[config.mk]
export PLATFORM = sky130hd
export DESIGN_NAME = spu_fixed1
export DESIGN_NICKNAME = d
export VERILOG_FILES = /design/src/hw/spu_fx_pkg.sv /design/src/hw/spu_fixed1.sv /design/src/hw/spu_fx_arith.sv /design/src/hw/spu_fx_decode.sv /design/src/hw/spu_fx_imm_expand.sv /design/src/hw/spu_fx_logic_cmp.sv /design/src/hw/spu_fx_result_pipe.sv
export VERILOG_INCLUDE_DIRS = /design/src /design/src/include
export SDC_FILE = /design/constraint.sdc
export NUM_CORES = 2
export LEC_CHECK = 0
export ABC_AREA = 0
export BUFFER_PORTS_ARGS = -buffer_cell sky130_fd_sc_hd__buf_2
export CAP_MARGIN = 20
export CORE_UTILIZATION = 45
export DETAILED_ROUTE_END_ITERATION = 7
export GPL_ROUTABILITY_DRIVEN = 0
export PLACE_DENSITY = 0.75
export SETUP_SLACK_MARGIN = 0.1
export SYNTH_ARGS = -nofsm -noshare
export SYNTH_HDL_FRONTEND = slang
export SYNTH_SLANG_ARGS = --single-unit
[constraint.sdc]
create_clock -name clk -period 7.9 [get_ports clk]
set_input_delay 1.58 -clock clk [delete_from_list [all_inputs] [get_ports clk]]
set_output_delay 1.58 -clock clk [all_outputs]
set_load 0.05 [all_outputs]
[src/include/spu_fx_cfg.svh]
`ifndef SPU_FX_CFG_SVH
`define SPU_FX_CFG_SVH

// datapath widths of the fixed-point pipe
`define SPU_QUAD_W 128  // one quadword register
`define SPU_ADDR_W 7  // 128 entry register file
`define SPU_OP_W 11  // widest opcode field (RR)
`define SPU_FMT_W 3

// the RI10 immediate sits in the low bits of the immediate field
`define SPU_IMM_W 18
`define SPU_IMM10_W 10

`endif

[src/hw/spu_fx_pkg.sv]
`include "spu_fx_cfg.svh"

package spu_fx_pkg;

	typedef logic [`SPU_QUAD_W-1:0] quad_t;  // lane 0 in the low bits
	typedef logic [`SPU_ADDR_W-1:0] reg_addr_t;

	typedef enum logic [`SPU_FMT_W-1:0] {
		fmt_rr = 3'd0,
		fmt_ri10 = 3'd4
	} fmt_e;

	// RR opcodes, full 11 bit field
	typedef enum logic [`SPU_OP_W-1:0] {
		rr_ah = 11'b00011001000,
		rr_a = 11'b00011000000,
		rr_sfh = 11'b00001001000,
		rr_sf = 11'b00001000000,
		rr_and = 11'b00011000001,
		rr_or = 11'b00001000001,
		rr_xor = 11'b01001000001,
		rr_nand = 11'b00011001001,
		rr_ceqb = 11'b01111010000,
		rr_ceqh = 11'b01111001000,
		rr_ceq = 11'b01111000000,
		rr_cgtb = 11'b01001010000,
		rr_cgth = 11'b01001001000,
		rr_cgt = 11'b01001000000,
		rr_clgtb = 11'b01011010000,
		rr_clgth = 11'b01011001000,
		rr_clgt = 11'b01011000000
	} rr_op_e;

	// RI10 opcodes, matched against op[7:0]
	typedef enum logic [7:0] {
		ri_ahi = 8'b00011101,
		ri_ai = 8'b00011100,
		ri_sfhi = 8'b00001101,
		ri_sfi = 8'b00001100,
		ri_andbi = 8'b00010110,
		ri_andhi = 8'b00010101,
		ri_andi = 8'b00010100,
		ri_orbi = 8'b00000110,
		ri_orhi = 8'b00000101,
		ri_ori = 8'b00000100,
		ri_xorbi = 8'b01000110,
		ri_xorhi = 8'b01000101,
		ri_xori = 8'b01000100,
		ri_ceqbi = 8'b01111110,
		ri_ceqhi = 8'b01111101,
		ri_ceqi = 8'b01111100,
		ri_cgtbi = 8'b01001110,
		ri_cgthi = 8'b01001101,
		ri_cgti = 8'b01001100,
		ri_clgtbi = 8'b01011110,
		ri_clgthi = 8'b01011101,
		ri_clgti = 8'b01011100
	} ri10_op_e;

	typedef enum logic [3:0] {
		func_add,
		func_sub_from,  // operand_b minus ra
		func_and,
		func_or,
		func_xor,
		func_nand,
		func_ceq,
		func_cgt,  // signed
		func_clgt  // unsigned
	} alu_func_e;

	typedef enum logic [1:0] {
		lane_byte,
		lane_half,
		lane_word
	} lane_size_e;

	function automatic logic alu_func_is_arith(alu_func_e func);
		return (func == func_add) || (func == func_sub_from);
	endfunction

endpackage

[src/hw/spu_fixed1.sv]
`timescale 1ns/1ps
`include "spu_fx_cfg.svh"

module spu_fixed1 (
	input logic clk,
	input logic reset,
	input spu_fx_pkg::fmt_e format,
	input logic [`SPU_OP_W-1:0] op,
	input spu_fx_pkg::reg_addr_t rt_addr,
	input spu_fx_pkg::quad_t ra,
	input spu_fx_pkg::quad_t rb,
	input logic [`SPU_IMM_W-1:0] imm,
	input logic reg_write,
	input logic branch_taken,
	output spu_fx_pkg::quad_t rt_wb,
	output spu_fx_pkg::reg_addr_t rt_addr_wb,
	output logic reg_write_wb,
	output spu_fx_pkg::reg_addr_t rt_addr_dly,
	output logic reg_write_dly
);
	import spu_fx_pkg::*;

	alu_func_e func;
	lane_size_e lane_size;
	logic use_imm;
	logic issue_valid;
	quad_t operand_b;  // rb or expanded immediate
	quad_t arith_result;
	quad_t logic_result;

	spu_fx_decode i_decode (
		.format(format),
		.op(op),
		.branch_taken(branch_taken),
		.func(func),
		.lane_size(lane_size),
		.use_imm(use_imm),
		.issue_valid(issue_valid)
	);

	spu_fx_imm_expand i_imm_expand (
		.rb(rb),
		.imm(imm),
		.lane_size(lane_size),
		.use_imm(use_imm),
		.operand_b(operand_b)
	);

	spu_fx_arith i_arith (
		.ra(ra),
		.operand_b(operand_b),
		.func(func),
		.lane_size(lane_size),
		.arith_result(arith_result)
	);

	spu_fx_logic_cmp i_logic_cmp (
		.ra(ra),
		.operand_b(operand_b),
		.func(func),
		.lane_size(lane_size),
		.logic_result(logic_result)
	);

	spu_fx_result_pipe i_result_pipe (
		.clk(clk),
		.reset(reset),
		.arith_result(arith_result),
		.logic_result(logic_result),
		.func(func),
		.issue_valid(issue_valid),
		.rt_addr(rt_addr),
		.reg_write(reg_write),
		.rt_wb(rt_wb),
		.rt_addr_wb(rt_addr_wb),
		.reg_write_wb(reg_write_wb),
		.rt_addr_dly(rt_addr_dly),
		.reg_write_dly(reg_write_dly)
	);

endmodule

[src/hw/spu_fx_arith.sv]
`timescale 1ns/1ps
`include "spu_fx_cfg.svh"

module spu_fx_arith (
	input spu_fx_pkg::quad_t ra,
	input spu_fx_pkg::quad_t operand_b,
	input spu_fx_pkg::alu_func_e func,
	input spu_fx_pkg::lane_size_e lane_size,
	output spu_fx_pkg::quad_t arith_result
);
	import spu_fx_pkg::*;

	localparam int QW = `SPU_QUAD_W;

	logic sub;
	quad_t sat_res [2];  // [0] halfword lanes, [1] word lanes

	assign sub = (func == func_sub_from);

	for (genvar s = 0; s < 2; s++) begin : g_size
		localparam int W = 16 << s;
		for (genvar l = 0; l < QW / W; l++) begin : g_lane
			logic signed [W-1:0] a;
			logic signed [W-1:0] b;
			logic signed [W:0] sum;  // one guard bit for overflow

			assign a = ra[l*W +: W];
			assign b = operand_b[l*W +: W];
			assign sum = sub ? (b - a) : (a + b);

			// guard and sign bit disagree on overflow, guard gives direction
			assign sat_res[s][l*W +: W] = (sum[W] == sum[W-1]) ? sum[W-1:0] :
				(sum[W] ? {1'b1, {(W-1){1'b0}}} : {1'b0, {(W-1){1'b1}}});
		end
	end

	assign arith_result = (lane_size == lane_word) ? sat_res[1] : sat_res[0];

endmodule

[src/hw/spu_fx_decode.sv]
`timescale 1ns/1ps
`include "spu_fx_cfg.svh"

module spu_fx_decode (
	input spu_fx_pkg::fmt_e format,
	input logic [`SPU_OP_W-1:0] op,
	input logic branch_taken,
	output spu_fx_pkg::alu_func_e func,
	output spu_fx_pkg::lane_size_e lane_size,
	output logic use_imm,
	output logic issue_valid
);
	import spu_fx_pkg::*;

	rr_op_e rr_op;
	ri10_op_e ri_op;
	logic op_known;

	assign rr_op = rr_op_e'(op);
	assign ri_op = ri10_op_e'(op[7:0]);  // upper opcode bits ignored for RI10

	always_comb begin
		func = func_and;
		lane_size = lane_byte;
		use_imm = 1'b0;
		op_known = 1'b1;
		case (format)
			fmt_rr: begin
				case (rr_op)
					rr_ah, rr_a: func = func_add;
					rr_sfh, rr_sf: func = func_sub_from;
					rr_and: func = func_and;
					rr_or: func = func_or;
					rr_xor: func = func_xor;
					rr_nand: func = func_nand;
					rr_ceqb, rr_ceqh, rr_ceq: func = func_ceq;
					rr_cgtb, rr_cgth, rr_cgt: func = func_cgt;
					rr_clgtb, rr_clgth, rr_clgt: func = func_clgt;
					default: op_known = 1'b0;  // nop and unknown opcodes
				endcase
				case (rr_op)
					rr_ah, rr_sfh, rr_ceqh, rr_cgth, rr_clgth: lane_size = lane_half;
					rr_a, rr_sf, rr_ceq, rr_cgt, rr_clgt: lane_size = lane_word;
					default: lane_size = lane_byte;  // logic ops don't care
				endcase
			end
			fmt_ri10: begin
				use_imm = 1'b1;
				case (ri_op)
					ri_ahi, ri_ai: func = func_add;
					ri_sfhi, ri_sfi: func = func_sub_from;
					ri_andbi, ri_andhi, ri_andi: func = func_and;
					ri_orbi, ri_orhi, ri_ori: func = func_or;
					ri_xorbi, ri_xorhi, ri_xori: func = func_xor;
					ri_ceqbi, ri_ceqhi, ri_ceqi: func = func_ceq;
					ri_cgtbi, ri_cgthi, ri_cgti: func = func_cgt;
					ri_clgtbi, ri_clgthi, ri_clgti: func = func_clgt;
					default: op_known = 1'b0;
				endcase
				case (ri_op)
					ri_ahi, ri_sfhi, ri_andhi, ri_orhi, ri_xorhi,
					ri_ceqhi, ri_cgthi, ri_clgthi: lane_size = lane_half;
					ri_ai, ri_sfi, ri_andi, ri_ori, ri_xori,
					ri_ceqi, ri_cgti, ri_clgti: lane_size = lane_word;
					default: lane_size = lane_byte;
				endcase
			end
			default: op_known = 1'b0;  // RI16/RI18 and anything else
		endcase
	end

	// a taken branch kills whatever is in the issue slot
	assign issue_valid = op_known & ~branch_taken;

endmodule

[src/hw/spu_fx_imm_expand.sv]
`timescale 1ns/1ps
`include "spu_fx_cfg.svh"

module spu_fx_imm_expand (
	input spu_fx_pkg::quad_t rb,
	input logic [`SPU_IMM_W-1:0] imm,
	input spu_fx_pkg::lane_size_e lane_size,
	input logic use_imm,
	output spu_fx_pkg::quad_t operand_b
);
	import spu_fx_pkg::*;

	logic [`SPU_IMM10_W-1:0] imm10;
	logic [7:0] imm_byte;
	logic [15:0] imm_half;
	logic [31:0] imm_word;
	quad_t imm_quad;

	assign imm10 = imm[`SPU_IMM10_W-1:0];
	assign imm_byte = imm[7:0];  // byte forms take the low 8 bits as is
	assign imm_half = {{(16 - `SPU_IMM10_W){imm10[`SPU_IMM10_W-1]}}, imm10};
	assign imm_word = {{(32 - `SPU_IMM10_W){imm10[`SPU_IMM10_W-1]}}, imm10};

	always_comb begin
		case (lane_size)
			lane_byte: imm_quad = {(`SPU_QUAD_W / 8){imm_byte}};
			lane_half: imm_quad = {(`SPU_QUAD_W / 16){imm_half}};
			default: imm_quad = {(`SPU_QUAD_W / 32){imm_word}};
		endcase
	end

	assign operand_b = use_imm ? imm_quad : rb;

endmodule

[src/hw/spu_fx_logic_cmp.sv]
`timescale 1ns/1ps
`include "spu_fx_cfg.svh"

module spu_fx_logic_cmp (
	input spu_fx_pkg::quad_t ra,
	input spu_fx_pkg::quad_t operand_b,
	input spu_fx_pkg::alu_func_e func,
	input spu_fx_pkg::lane_size_e lane_size,
	output spu_fx_pkg::quad_t logic_result
);
	import spu_fx_pkg::*;

	localparam int QW = `SPU_QUAD_W;

	quad_t cmp_res [3];  // byte, halfword, word masks
	quad_t cmp_sel;

	for (genvar s = 0; s < 3; s++) begin : g_size
		localparam int W = 8 << s;
		for (genvar l = 0; l < QW / W; l++) begin : g_lane
			logic [W-1:0] a;
			logic [W-1:0] b;
			logic hit;

			assign a = ra[l*W +: W];
			assign b = operand_b[l*W +: W];
			assign hit = (func == func_ceq) ? (a == b) :
				(func == func_cgt) ? ($signed(a) > $signed(b)) :
				(a > b);  // clgt
			assign cmp_res[s][l*W +: W] = {W{hit}};
		end
	end

	always_comb begin
		case (lane_size)
			lane_byte: cmp_sel = cmp_res[0];
			lane_half: cmp_sel = cmp_res[1];
			default: cmp_sel = cmp_res[2];
		endcase
	end

	// bitwise ops ignore lanes
	always_comb begin
		case (func)
			func_and: logic_result = ra & operand_b;
			func_or: logic_result = ra | operand_b;
			func_xor: logic_result = ra ^ operand_b;
			func_nand: logic_result = ~(ra & operand_b);
			func_ceq, func_cgt, func_clgt: logic_result = cmp_sel;
			default: logic_result = '0;  // arith funcs, result taken elsewhere
		endcase
	end

endmodule

[src/hw/spu_fx_result_pipe.sv]
`timescale 1ns/1ps

module spu_fx_result_pipe (
	input logic clk,
	input logic reset,
	input spu_fx_pkg::quad_t arith_result,
	input spu_fx_pkg::quad_t logic_result,
	input spu_fx_pkg::alu_func_e func,
	input logic issue_valid,
	input spu_fx_pkg::reg_addr_t rt_addr,
	input logic reg_write,
	output spu_fx_pkg::quad_t rt_wb,
	output spu_fx_pkg::reg_addr_t rt_addr_wb,
	output logic reg_write_wb,
	output spu_fx_pkg::reg_addr_t rt_addr_dly,
	output logic reg_write_dly
);
	import spu_fx_pkg::*;

	quad_t result;

	assign result = alu_func_is_arith(func) ? arith_result : logic_result;

	always_ff @(posedge clk) begin
		if (reset) begin
			rt_wb <= '0;
			rt_addr_wb <= '0;
			reg_write_wb <= 1'b0;
			rt_addr_dly <= '0;
			reg_write_dly <= 1'b0;
		end else begin
			// killed instructions leave a bubble of zeros
			rt_wb <= issue_valid ? result : '0;
			rt_addr_wb <= issue_valid ? rt_addr : '0;
			reg_write_wb <= issue_valid & reg_write;
			// delay stage keeps the target visible for forwarding
			rt_addr_dly <= rt_addr_wb;
			reg_write_dly <= reg_write_wb;
		end
	end

endmodule

==> parameters.txt <==
Parameter                              Value

Synthesis
  Fraction of post-synthesis cell area in the top cell type by area    0.200
  Post-synth top area cell    sky130_fd_sc_hd__ha_1
  Number of synthesized flops with an enable pin    0
  Yosys reg bits    144
  Share of async-settable or async-resettable flops after synthesis    0
  Ranking of synthesized cells by instance count    569 x sky130_fd_sc_hd__a21oi_1, 564 x sky130_fd_sc_hd__ha_1, 439 x sky130_fd_sc_hd__inv_1, 417 x sky130_fd_sc_hd__o21ai_0, 334 x sky130_fd_sc_hd__nand2_1
  Dominant synthesized flop cell    sky130_fd_sc_hd__dfxtp_1
  Mean Syn Cell Area    6.94 um^2
  Synthesized instance count    5,079
  Seq/Total Area, Yosys    0.0818
  Most common cell in the synthesized netlist    sky130_fd_sc_hd__a21oi_1
  Yosys warning count    0
  Post-Syn Nets    5,957
  Cell variety after synth    between 100 and 150
  Top area cells in the synthesized netlist    sky130_fd_sc_hd__ha_1 20%, sky130_fd_sc_hd__dfxtp_1 8.2%, sky130_fd_sc_hd__a21oi_1 8.1%
  Mapped Area    35,200 um^2

Timing
  Worst max-slew margin expressed relative to the limit    0.143
  Fin worst setup slack    140 ps
  Final setup violation count    0
  Crit path time final    between 7000 and 8000 ps
  Post-route clock skew    between 15 and 20 ps
  FMAX    between 100 and 150 MHz
  Final hold vios    0
  Part of the cycle the worst path needs    0.982
  Setup TNS Final    0 ps
  Final number of max-transition violations    0
  RSZ-0062 raised after global routing    yes
  Slew at the pin closest to its max-slew limit    1280 ps

Drt
  Post-DR wirelength/cell    24.3 um
  Routed Wire Length    160,000 um
  Number of nets with antenna violations after detailed routing    0
  Routed vias    43,100
  Drt drc    10
  First DRT Iteration DRCs    6,515
  Detailed-route vias per instance    6.55
  Initial DRT Pass Iterations    8

Hold path
  Worst Min Path Start    i_result_pipe.rt_addr_wb[4]
  HP Class    reg2reg
  Worst hold endpoint    i_result_pipe.rt_addr_dly[4]
  Min-Delay Path Depth    1

Power and ir drop
  Cell leakage power    18.7 nW
  Power density relative to cell area    about 120 nW/um^2
  Worst IR drop on VDD    about 0.2 mV

Floorplanning
  Row count    102
  Effective utilization at floorplan    0.455
  Die Outline Area    79,400 um^2
  I/O pin count    443
  Die Wd    282 um
  Core Footprint    77,500 um^2
  Overall die height    282 um

Clock tree
  Inserted Clock Buffers    17
  Clock insertion delay at the later pin of the skew report    540 ps
  Clock tree from TritonCTS    built
  Clock-pin slew on the worst setup and hold paths    approximately 80 ps
  Clock tree sinks    144
  Buffer type at the clock tree root    sky130_fd_sc_hd__clkbuf_16
  Hold bufs inserted after CTS    0
  Htree depth    4
  Number of buffers between clock root and the deepest sink    2
  Number of buffers inserted by post-CTS setup repair    0

Final layout
  Syn-to-layout area delta    15.1%
  Layout cell share with drive strength beyond 1    0.160
  Net count, final    6,376

Run
  Max_cap viols    0

Setup path
  R2R Setup Slk    approximately 7400 ps
  Capturing element type of the critical path    flip-flop
  Reg2reg start    i_result_pipe.rt_addr_wb[0]
  Reg2reg path depth    1
  Arrival time worst endpoint    8170 ps
  Endpoint of the worst register-to-register path    i_result_pipe.rt_addr_dly[0]
  Crit Path Class    in2reg
  Highest net fanout along the worst path    14
  Data required, critical path    8310 ps
  Sort of element at the start of the critical path    input port

Global route
  Via count of the first global-routing pass    ~40,000
  Met1 track demand over resource    0.451
  Met3 layer usage reported by global route    0.120
  Met2 demand-to-capacity share in global routing    0.583
  Pin count of the biggest net entering global routing    133
  Top Usage Layer GRT    met2
  Grt total ovfl    0
  Global-route wire length before repair    234,000 um
  Total GRT Usage    0.384
  Initial antenna violation count    34

Place
  Dpl ws    42.3 ps
  DP HPWL    121,000 um
  Port buffer count    434

Run status
  Violated checks    DRC
  Run status    finished with violations
## flip-flops by register name, indices dropped and copies added, names as in the netlist
name,count
i_result_pipe.rt_wb,128
i_result_pipe.reg_write_wb,1
i_result_pipe.reg_write_dly,1
i_result_pipe.rt_addr_wb,7
i_result_pipe.rt_addr_dly,7
## logic make-up after synthesis
logic type,after synthesis,synth area share
XOR/XNOR,206,0.0523
AND/OR/NAND/NOR,1223,0.167
flip-flops,144,0.0818
buffers and inverters,787,0.0886
adder cells (fa/ha/maj),580,0.209
AO/OA/AOI/OAI,2110,0.393
multiplexers,29,0.00838
## power breakdown
group | switching, mW | internal, mW | total [mW]
clock network | 0.420 | 0.576 | 0.995
logic | 1.94 | 1.22 | 3.16
registers | 0.000406 | 0.726 | 0.727
total | 2.36 | 2.52 | 4.88
## routing by layer
layer / share of wire / vias to the layer above
met5: 0.00057 / -
met4: 0.083 / 14
met3: 0.14 / 786
met2: 0.42 / 3252
met1: 0.36 / 19700
li1: - / 19300
## placed cells by master (no fill, tap or decap), types with 144 or more instances in the layout
cell,netlist,routed
sky130_fd_sc_hd__a21oi_1,569,568
sky130_fd_sc_hd__ha_1,564,564
sky130_fd_sc_hd__xnor2_1,167,167
sky130_fd_sc_hd__dfxtp_1,144,144
sky130_fd_sc_hd__buf_2,61,434
sky130_fd_sc_hd__nand2_1,334,333
sky130_fd_sc_hd__buf_4,10,292
sky130_fd_sc_hd__inv_1,439,439
sky130_fd_sc_hd__nor2_1,332,330
sky130_fd_sc_hd__o21ai_0,417,416
sky130_fd_sc_hd__o221ai_1,171,171
## layout make-up
class                      count  area [um^2]
fill                        7660        36900
multi-input combinational   4148        29300
timing repair buffer         741         4650
sequential                   144         2880
inverter                     446         1670
tap                         1040         1300
clock buffer                  22          464
clock inverter                 9          180
antenna                       27         67.6
## metrics by stage
step | cells | hold WS, ps | power, mW | cell area [um^2] | util
2_1_floorplan | 5079 | 700 | 2.78 | 35200 | -
3_3_place_gp | 6517 | 444 | 3.71 | 39800 | 0.514
3_5_place_dp | 6518 | 453 | 3.75 | 39800 | 0.514
4_1_cts | 6549 | 454 | 4.77 | 40500 | 0.523
5_1_grt | 6570 | 474 | 5.15 | 40500 | 0.523
6_report | 6577 | 444 | 4.88 | 40600 | 0.524
## critical path, cell delays in order
cell,delay [ps]
sky130_fd_sc_hd__buf_2,240
sky130_fd_sc_hd__a21oi_1,100
sky130_fd_sc_hd__a31oi_1,280
sky130_fd_sc_hd__nor3_1,120
sky130_fd_sc_hd__nor2_1,720
sky130_fd_sc_hd__buf_4,290
sky130_fd_sc_hd__a21o_1,280
sky130_fd_sc_hd__buf_4,400
sky130_fd_sc_hd__o21a_1,240
sky130_fd_sc_hd__ha_1,340
sky130_fd_sc_hd__nor4_1,310
sky130_fd_sc_hd__nand3_1,190
sky130_fd_sc_hd__nor4_1,680
sky130_fd_sc_hd__o21ai_0,220
sky130_fd_sc_hd__a21oi_1,270
sky130_fd_sc_hd__nor3_1,100
sky130_fd_sc_hd__nor2_1,130
sky130_fd_sc_hd__inv_1,80
sky130_fd_sc_hd__ha_1,300
sky130_fd_sc_hd__inv_1,90
sky130_fd_sc_hd__or3_1,350
sky130_fd_sc_hd__mux2i_1,230
sky130_fd_sc_hd__buf_4,290
sky130_fd_sc_hd__nor3_1,80
sky130_fd_sc_hd__o22ai_1,240
## repair_timing
item / 4_1_cts / 5_1_grt
resized for setup: 0 / 2
endpoints found under the hold margin: 0 / 0
setup endpoints to repair: 0 / 2
## worst max-delay path by stage
stage,startpoint,endpoint,slack [ps],cells after the start
after detailed placement,op[4],i_result_pipe.rt_wb[75],40,25
final,op[4],i_result_pipe.rt_wb[75],140,25
after floorplan,op[6],i_result_pipe.rt_wb[69],430,28
after global placement,op[4],i_result_pipe.rt_wb[64],180,27
after CTS,op[4],i_result_pipe.rt_wb[75],560,25
after global routing,op[4],i_result_pipe.rt_wb[75],80,27
(Power assumes the default switching activity.)
